==> src/common/nabp_consts.svh <==
`ifndef NABP_CONSTS_SVH
`define NABP_CONSTS_SVH

// samples per detector line
`define kLineSize 8

// lines handled per angle
`define kPartitionSize 4
`define kPartitionSizeLength 2

// projection angle in angle units
`define kAngleLength 8

// scan mode thresholds
`define kAngle45 32
`define kAngle135 96

// filtered sample width, signed
`define kFilteredDataLength 12

// filtered RAM address width
`define kSLength 10

// accumulated line sum width
`define kLineSumLength 16

`endif
==> src/common/nabp_pkg.sv <==
`include "nabp_consts.svh"

package nabp_pkg;

    typedef logic [`kAngleLength-1:0] angle_t;

    typedef logic signed [`kFilteredDataLength-1:0] sample_t;

    typedef logic [`kSLength-1:0] s_addr_t;

    // line number inside the current partition
    typedef logic [`kPartitionSizeLength-1:0] line_idx_t;

    typedef logic signed [`kLineSumLength-1:0] sum_t;

    // swap controller states
    typedef enum logic [2:0]
    {
        ready,
        setup,
        fill,
        fill_and_shift,
        shift
    } ctrl_state_t;

    // x for shallow angles, y for steep ones
    typedef enum logic
    {
        scan_x,
        scan_y
    } scan_mode_t;

endpackage

==> src/common/swap_if.sv <==
interface swap_if
    import nabp_pkg::*;
();

    // controller to buffer
    logic    fill_start;
    s_addr_t fill_base;
    logic    swap_ack;
    logic    next_itr_ack;

    // buffer to controller
    logic    swap;
    logic    next_itr;

    // buffer to processing element
    logic    pe_en;
    sample_t tap;

    modport controller
    (
        output fill_start,
        output fill_base,
        output swap_ack,
        output next_itr_ack,
        input  swap,
        input  next_itr
    );

    modport buffer
    (
        input  fill_start,
        input  fill_base,
        input  swap_ack,
        input  next_itr_ack,
        output swap,
        output next_itr,
        output pe_en,
        output tap
    );

endinterface

==> src/hw/nabp_swap_top.sv <==
module nabp_swap_top
    import nabp_pkg::*;
(
    input  logic       clk,
    input  logic       reset_n,
    // host
    input  angle_t     hs_angle,
    input  logic       hs_next_angle_ack,
    output logic       hs_next_angle,
    // filtered RAM, one port per buffer
    input  sample_t    fr0_val,
    input  sample_t    fr1_val,
    output s_addr_t    fr0_s_val,
    output s_addr_t    fr1_s_val,
    // processing element results
    output scan_mode_t pe_scan_mode,
    output sum_t       line_sum,
    output line_idx_t  line_idx,
    output logic       line_valid
);

    logic pe_reset;
    logic pe_kick;
    logic pe_sel;

    swap_if sw0_if ();
    swap_if sw1_if ();

    swap_control ctrl_i
    (
        .clk               (clk),
        .reset_n           (reset_n),
        .hs_angle          (hs_angle),
        .hs_next_angle_ack (hs_next_angle_ack),
        .hs_next_angle     (hs_next_angle),
        .pe_reset          (pe_reset),
        .pe_kick           (pe_kick),
        .pe_scan_mode      (pe_scan_mode),
        .pe_sel            (pe_sel),
        .sw0               (sw0_if.controller),
        .sw1               (sw1_if.controller)
    );

    swappable sw0_i
    (
        .clk      (clk),
        .reset_n  (reset_n),
        .fr_val   (fr0_val),
        .fr_s_val (fr0_s_val),
        .sw       (sw0_if.buffer)
    );

    swappable sw1_i
    (
        .clk      (clk),
        .reset_n  (reset_n),
        .fr_val   (fr1_val),
        .fr_s_val (fr1_s_val),
        .sw       (sw1_if.buffer)
    );

    // simplified processing element, one sum per line
    line_accum accum_i
    (
        .clk        (clk),
        .reset_n    (reset_n),
        .pe_reset   (pe_reset),
        .pe_kick    (pe_kick),
        .pe_sel     (pe_sel),
        .tap0       (sw0_if.tap),
        .tap1       (sw1_if.tap),
        .en0        (sw0_if.pe_en),
        .en1        (sw1_if.pe_en),
        .line_sum   (line_sum),
        .line_idx   (line_idx),
        .line_valid (line_valid)
    );

endmodule

==> src/hw/line_accum.sv <==
module line_accum
    import nabp_pkg::*;
(
    input  logic      clk,
    input  logic      reset_n,
    input  logic      pe_reset,
    input  logic      pe_kick,
    input  logic      pe_sel,
    // taps and enables of both buffers
    input  sample_t   tap0,
    input  sample_t   tap1,
    input  logic      en0,
    input  logic      en1,
    output sum_t      line_sum,
    output line_idx_t line_idx,
    output logic      line_valid
);

    logic      cur_sel;
    logic      en;
    logic      en_d;
    sample_t   tap;
    sum_t      acc;
    line_idx_t idx_q;

    assign en = cur_sel ? en1 : en0;
    assign tap = cur_sel ? tap1 : tap0;

    // falling enable marks the end of a line
    assign line_valid = en_d & ~en;
    assign line_sum = acc;
    assign line_idx = idx_q;

    always_ff @(posedge clk)
    begin
        if (!reset_n)
        begin
            cur_sel <= 1'b0;
            en_d <= 1'b0;
            acc <= '0;
            idx_q <= '0;
        end
        else
        begin
            en_d <= en;
            // buffer that begins shifting next cycle
            if (pe_kick)
                cur_sel <= pe_sel;
            if (pe_reset)
            begin
                idx_q <= '0;
                acc <= '0;
            end
            else if (line_valid)
            begin
                idx_q <= idx_q + line_idx_t'(1);
                acc <= '0;
            end
            else if (en)
                acc <= acc + sum_t'(tap);
        end
    end

endmodule

==> src/swap_control/swappable.sv <==
`include "nabp_consts.svh"

module swappable
    import nabp_pkg::*;
(
    input  logic    clk,
    input  logic    reset_n,
    // filtered RAM port with data one cycle after the address
    input  sample_t fr_val,
    output s_addr_t fr_s_val,
    swap_if.buffer  sw
);

    localparam int POS_W = $clog2(`kLineSize);

    typedef logic [POS_W-1:0] pos_t;
    typedef logic [POS_W:0] req_cnt_t;

    localparam pos_t POS_LAST = pos_t'(`kLineSize - 1);
    localparam req_cnt_t REQ_LAST = req_cnt_t'(`kLineSize - 1);
    localparam req_cnt_t REQ_ALL = req_cnt_t'(`kLineSize);

    typedef enum logic [1:0]
    {
        buf_empty,
        buf_fill,
        buf_full,
        buf_shift
    } buf_state_t;

    buf_state_t state;
    sample_t    line_q [`kLineSize];
    s_addr_t    addr_q;
    req_cnt_t   issued;
    pos_t       wr_pos;
    pos_t       rd_pos;

    // first address goes out in the fill_start cycle itself
    assign fr_s_val = (state == buf_empty) ? sw.fill_base : addr_q;

    assign sw.swap = (state == buf_full);
    assign sw.next_itr = (state == buf_empty);
    assign sw.pe_en = (state == buf_shift);
    assign sw.tap = line_q[rd_pos];

    // one returned sample lands in every fill cycle
    always_ff @(posedge clk)
    begin
        if (state == buf_fill)
            line_q[wr_pos] <= fr_val;
    end

    always_ff @(posedge clk)
    begin
        if (!reset_n)
        begin
            state <= buf_empty;
            issued <= '0;
            wr_pos <= '0;
            rd_pos <= '0;
        end
        else
        begin
            case (state)
                // the next_itr handshake ends the empty phase
                buf_empty:
                    if (sw.next_itr_ack)
                    begin
                        state <= buf_fill;
                        issued <= req_cnt_t'(1);
                        wr_pos <= '0;
                    end
                buf_fill:
                begin
                    if (issued != REQ_ALL)
                        issued <= issued + req_cnt_t'(1);
                    wr_pos <= wr_pos + pos_t'(1);
                    if (wr_pos == POS_LAST)
                        state <= buf_full;
                end
                buf_full:
                    if (sw.swap_ack)
                    begin
                        state <= buf_shift;
                        rd_pos <= '0;
                    end
                buf_shift:
                begin
                    rd_pos <= rd_pos + pos_t'(1);
                    if (rd_pos == POS_LAST)
                        state <= buf_empty;
                end
                default:
                    state <= buf_empty;
            endcase
        end
    end

    // address walk that parks on the last sample of the line
    always_ff @(posedge clk)
    begin
        if (state == buf_empty && sw.fill_start)
            addr_q <= sw.fill_base + s_addr_t'(1);
        else if (state == buf_fill && issued < REQ_LAST)
            addr_q <= addr_q + s_addr_t'(1);
    end

endmodule

==> src/swap_control/swap_control.sv <==
`include "nabp_consts.svh"

module swap_control
    import nabp_pkg::*;
(
    input  logic       clk,
    input  logic       reset_n,
    // host side
    input  angle_t     hs_angle,
    input  logic       hs_next_angle_ack,
    output logic       hs_next_angle,
    // processing element control
    output logic       pe_reset,
    output logic       pe_kick,
    output scan_mode_t pe_scan_mode,
    output logic       pe_sel,
    // the two line buffers
    swap_if.controller sw0,
    swap_if.controller sw1
);

    localparam line_idx_t LAST_LINE = line_idx_t'(`kPartitionSize - 1);
    localparam s_addr_t LINE_STRIDE = s_addr_t'(`kLineSize);
    localparam angle_t ANGLE_45 = angle_t'(`kAngle45);
    localparam angle_t ANGLE_135 = angle_t'(`kAngle135);

    ctrl_state_t state;
    ctrl_state_t next_state;
    angle_t      angle_q;
    line_idx_t   line_itr;
    line_idx_t   fill_idx;
    s_addr_t     fill_base;

    // sw_sel picks the buffer being filled (swa), the other one (swb) shifts
    logic sw_sel;
    logic swa_swap;
    logic swa_next_itr;
    logic swb_next_itr;
    logic swap_ack;
    logic has_next_itr;
    logic swa_next_itr_ack;
    logic swb_next_itr_ack;
    logic sw0_next_itr_ack;
    logic sw1_next_itr_ack;

    assign swa_swap = sw_sel ? sw1.swap : sw0.swap;
    assign swa_next_itr = sw_sel ? sw1.next_itr : sw0.next_itr;
    assign swb_next_itr = sw_sel ? sw0.next_itr : sw1.next_itr;

    // a full buffer waits until the other one has drained
    assign swap_ack = (state == fill || state == fill_and_shift) &&
                      swa_swap && swb_next_itr;
    assign has_next_itr = (line_itr != LAST_LINE);

    // first line starts in setup, the rest start on each swap
    assign swa_next_itr_ack = (state == setup) && swa_next_itr;
    assign swb_next_itr_ack = has_next_itr && swap_ack;
    assign sw0_next_itr_ack = sw_sel ? swb_next_itr_ack : swa_next_itr_ack;
    assign sw1_next_itr_ack = sw_sel ? swa_next_itr_ack : swb_next_itr_ack;

    // base address of the line about to be filled
    assign fill_idx = (state == setup) ? line_itr : line_itr + line_idx_t'(1);
    assign fill_base = s_addr_t'(angle_q) + s_addr_t'(fill_idx) * LINE_STRIDE;

    assign sw0.fill_start = sw0_next_itr_ack;
    assign sw0.next_itr_ack = sw0_next_itr_ack;
    assign sw0.fill_base = fill_base;
    assign sw0.swap_ack = ~sw_sel & swap_ack;

    assign sw1.fill_start = sw1_next_itr_ack;
    assign sw1.next_itr_ack = sw1_next_itr_ack;
    assign sw1.fill_base = fill_base;
    assign sw1.swap_ack = sw_sel & swap_ack;

    assign hs_next_angle = (state == ready);
    assign pe_reset = (state == ready) && hs_next_angle_ack;
    assign pe_kick = swap_ack;
    // still the old select during the kick, i.e. the buffer starting to shift
    assign pe_sel = sw_sel;

    always_comb
    begin
        next_state = state;
        case (state)
            ready:
                if (hs_next_angle_ack)
                    next_state = setup;
            setup:
                if (swa_next_itr)
                    next_state = fill;
            fill, fill_and_shift:
                if (swap_ack)
                    next_state = has_next_itr ? fill_and_shift : shift;
            shift:
                if (swb_next_itr)
                    next_state = ready;
            default:
                next_state = ready;
        endcase
    end

    always_ff @(posedge clk)
    begin
        if (!reset_n)
        begin
            state <= ready;
            sw_sel <= 1'b0;
            line_itr <= '0;
            angle_q <= '0;
            pe_scan_mode <= scan_x;
        end
        else
        begin
            state <= next_state;
            if (swap_ack)
            begin
                sw_sel <= ~sw_sel;
                line_itr <= line_itr + line_idx_t'(1);
            end
            // new angle accepted
            if (pe_reset)
            begin
                angle_q <= hs_angle;
                line_itr <= '0;
                if (hs_angle < ANGLE_45 || hs_angle >= ANGLE_135)
                    pe_scan_mode <= scan_x;
                else
                    pe_scan_mode <= scan_y;
            end
        end
    end

endmodule

==> config.mk <==
export PLATFORM = sky130hd
export DESIGN_NAME = nabp_swap_top
export DESIGN_NICKNAME = d
export VERILOG_FILES = /design/src/common/nabp_pkg.sv /design/src/common/swap_if.sv /design/src/hw/nabp_swap_top.sv /design/src/hw/line_accum.sv /design/src/swap_control/swappable.sv /design/src/swap_control/swap_control.sv
export VERILOG_INCLUDE_DIRS = /design/src /design/src/common
export SDC_FILE = /design/constraint.sdc
export NUM_CORES = 1
export LEC_CHECK = 0
export ABC_AREA = 1
export BUFFER_PORTS_ARGS = -buffer_cell sky130_fd_sc_hd__buf_2
export CAP_MARGIN = 0
export CORE_ASPECT_RATIO = 1.25
export CORE_MARGIN = 3
export CORE_UTILIZATION = 34
export DETAILED_ROUTE_END_ITERATION = 10
export SLEW_MARGIN = 30
export SYNTH_ARGS = -nofsm -noshare
export SYNTH_HDL_FRONTEND = slang
export SYNTH_HIERARCHICAL = 1
export SYNTH_SLANG_ARGS = --single-unit
==> constraint.sdc <==
create_clock -name clk -period 4.9 [get_ports clk]
set_clock_uncertainty 0.15 [all_clocks]
set_input_delay 0.735 -clock clk [delete_from_list [all_inputs] [get_ports clk]]
set_output_delay 0.735 -clock clk [all_outputs]
set_load 0.02 [all_outputs]
==> metrics.csv <==
metric,value,unit
outcome,"complete, no violations",
CP Class,reg2out,
site row count,81,
global route overflow,0,
RSZ-0062 raised after global routing,false,
area delta synth->final,12.81,%
core region area,39420,µm²
DIE HEIGHT,230.3,µm
number of port buffers,75,
sequential area share after synthesis,56.04,%
top layer in use,met4,
Routed wire per std cell,14.54,µm
worst-case vdd ir drop,0.0004075,V
pin count of the biggest net entering global routing,49,
# IOs,76,
Leak,6.370,nW
CTS Buffer Depth,3,
CTS tree,yes,
"Hold-fix buffers, CTS",0,
Required @ worst endpoint,4010,ps
critical-path cell with the highest stage delay,fa_1,
worst path arrival time,3020,ps
layout cell share with drive strength beyond 1,13.90,%
CTS root buffer,clkbuf_16,
# clock sinks,277,
all-layer global routing usage,14.25,%
minimum clock period,3903,ps
top-area cell type share of the netlist area,46.53,%
CP top delay family,simple AND/OR/NAND/NOR gates,
"flops & latches, synth",277,
maximum clock rate,256.2,MHz
cts bufs inserted,29,
Tightest Pin Transition,775.0,ps
Cell Pwr Density,471.1,nW/µm²
synth unique cells,43,
HP Class,in2reg,
"Top FF cell, synth",edfxtp_1,
met2 WL post-DR,15300,µm
Netlist Area Pre-Place,13680,µm²
synth warn,6,
"area leader, netlist",edfxtp_1,
DR vias,10060,
Final TNS setup,0,ps
Max stage delay on crit path,410,ps
final wirelength,30680,µm
Final Power,0.007272,W
Initial Util,34.71,%
vias in the first global route,9766,
post-synthesis async set-or-reset flop share,0,%
max-cap viol count,0,
clk slew on worst S/H paths,70,ps
die area,42700,µm²
Final period util,79.65,%
CP Max Fanout,8,
dpl hpwl,20380,µm
Met1 Wirelength,13280,µm
number of routed nets with antenna violations,0,
Die Wd,185.4,µm
"Setup violations, final",0,
CP endpoint kind,primary output,
antenna violations before repair,1,
gpl congestion,0.8569,
Post-CTS Setup Repair Bufs,0,
iteration count of the initial detailed-routing pass,5,
cts repair resizes,0,
NumNets Final,1667,
Initial DRC Count,612,
max_slew headroom,47.86,%
global-route wire length before repair,49470,µm
"count leader, synth",nand2_1,
Syn Area/Cell,9.002,µm²
"top cells by area, synth","edfxtp_1 47%, nand2_1 10%, dfxtp_1 9.5%",
WHS,289.3,ps
DR DRC count,0,
htree depth,1,
Vias/cell,4.766,
"Clk Latency, worst-skew pair",540,ps
Startpoint Class,flop,
met3 wire length,1340,µm
Syn Inst Count,1520,
CP Cell Sequence,"inv_2, nand3_2, xor2_1, inv_1, ha_1, inv_1, fa_1, nor3_1, xor2_1, nand2_1, nand2_1, buf_2",
WP buf/inv,4,
"top cells by count, synth","374 x nand2_1, 224 x nor2_1, 212 x edfxtp_1, 164 x o21ai_0, 139 x inv_1",
Final Hold Fails,0,
"Slew Viols, Final",0,
number of synthesized flops with an enable pin,212,
[metal layers]
layer / track usage (%) / vias up
met4: 4.738 / 0
met1: 18.13 / 4694
met2: 24.91 / 196
met3: 1.835 / 49
met5: 0 / -
li1: - / 5121
[worst min-delay path, cell delays in order]
cell,delay [ps]
buf_2,90
nand2_1,50
a21oi_1,50
[state kept, by name, summed over array words and instances (netlist names), 3 cells and up, named ones only]
| signal | count |
|---|---|
| accum_i/line_sum | 16 |
| ctrl_i/angle_q | 8 |
| ctrl_i/state | 3 |
| sw0_i/addr_q | 10 |
| sw0_i/issued | 4 |
| sw0_i/line_q | 96 |
| sw0_i/rd_pos | 3 |
| sw0_i/wr_pos | 3 |
| sw1_i/addr_q | 10 |
| sw1_i/issued | 4 |
| sw1_i/line_q | 96 |
| sw1_i/rd_pos | 3 |
| sw1_i/wr_pos | 3 |
[logic make-up after synthesis]
group | after synthesis | synth area share [%]
DFF | 277 | 56.04
xor gates and xnor gates | 18 | 1.152
other | 1 | 0.02741
buffers and inverters | 217 | 7.187
adders and majority gates | 42 | 3.950
AOI/OAI and AO/OA | 237 | 9.071
and+or+nand+nor | 728 | 22.58
[placed cells by master (no fill, tap or decap), types with 3 or more instances in the layout]
| cell type | Yosys | final |
|---|---|---|
| a21oi_1 | 47 | 47 |
| buf_2 | 16 | 75 |
| buf_4 | 18 | 28 |
| clkbuf_1 | 22 | 3 |
| clkbuf_16 | 0 | 30 |
| clkinv_2 | 1 | 7 |
| clkinvlp_4 | 0 | 3 |
| dfxtp_1 | 65 | 65 |
| edfxtp_1 | 212 | 212 |
| ha_1 | 40 | 40 |
| inv_1 | 139 | 139 |
| inv_2 | 7 | 7 |
| inv_4 | 3 | 5 |
| inv_6 | 0 | 5 |
| nand2_1 | 374 | 374 |
| nand2_2 | 20 | 20 |
| nand2_4 | 9 | 9 |
| nand3_1 | 52 | 52 |
| nand3_2 | 4 | 4 |
| nand4_1 | 11 | 11 |
| nor2_1 | 224 | 224 |
| nor2_2 | 7 | 7 |
| nor2_4 | 5 | 5 |
| nor3_1 | 9 | 9 |
| o211ai_1 | 3 | 3 |
| o21ai_0 | 164 | 164 |
| o21ai_1 | 14 | 14 |
| or2_2 | 7 | 7 |
| xnor2_1 | 5 | 5 |
| xor2_1 | 13 | 13 |
[path summary, 6_finish.rpt]
kind / startpoint / cells past startpoint / slack [ps] / to
worst max-delay path: ctrl_i/state[2]$_SDFFE_PN0P_ / 12 / 1000 / fr0_s_val[7]
worst min-delay path: hs_angle[0] / 3 / 290 / ctrl_i/angle_q[0]$_SDFFE_PN0P_
worst max register to register: flop / 18 / 1550 / accum_i/line_sum[8]$_SDFFE_PP0P_
worst min register to register: ctrl_i/pe_scan_mode$_SDFFE_PN0P_ / 2 / 320 / ctrl_i/pe_scan_mode$_SDFFE_PN0P_
[where the power goes]
part	switching (W)	internal (W)
registers	0.000113	0.00279
logic	0.00154	0.000682
clock network	0.000937	0.00122
total	0.00259	0.00469
[layout make-up]
cell class / instances / area [µm²]
fillers: 3859 / 23990
flip-flops and latches: 277 / 7667
multi-input cells: 1027 / 5036
clock buffers: 35 / 789.5
well taps: 498 / 623.1
repair buffers: 103 / 585.6
inverters: 152 / 584.3
clock inverters: 18 / 147.6
diodes: 1 / 2.502
[metrics by stage]
| step | cells | utilization [%] | setup slack (ps) | instance area, µm² |
|---|---|---|---|---|
| global placement | 2057 | 36.77 | 1561 | 14500 |
| CTS | 2110 | 39.15 | 985.7 | 15430 |
| global route | 2111 | 39.15 | 821.0 | 15440 |
| detailed placement | 2057 | 36.77 | 1584 | 14500 |
| finish | 2111 | 39.15 | 997.3 | 15440 |
| floorplan | 1521 | - | 1866 | 13690 |
Note: power is estimated with default switching activity, not from simulation.
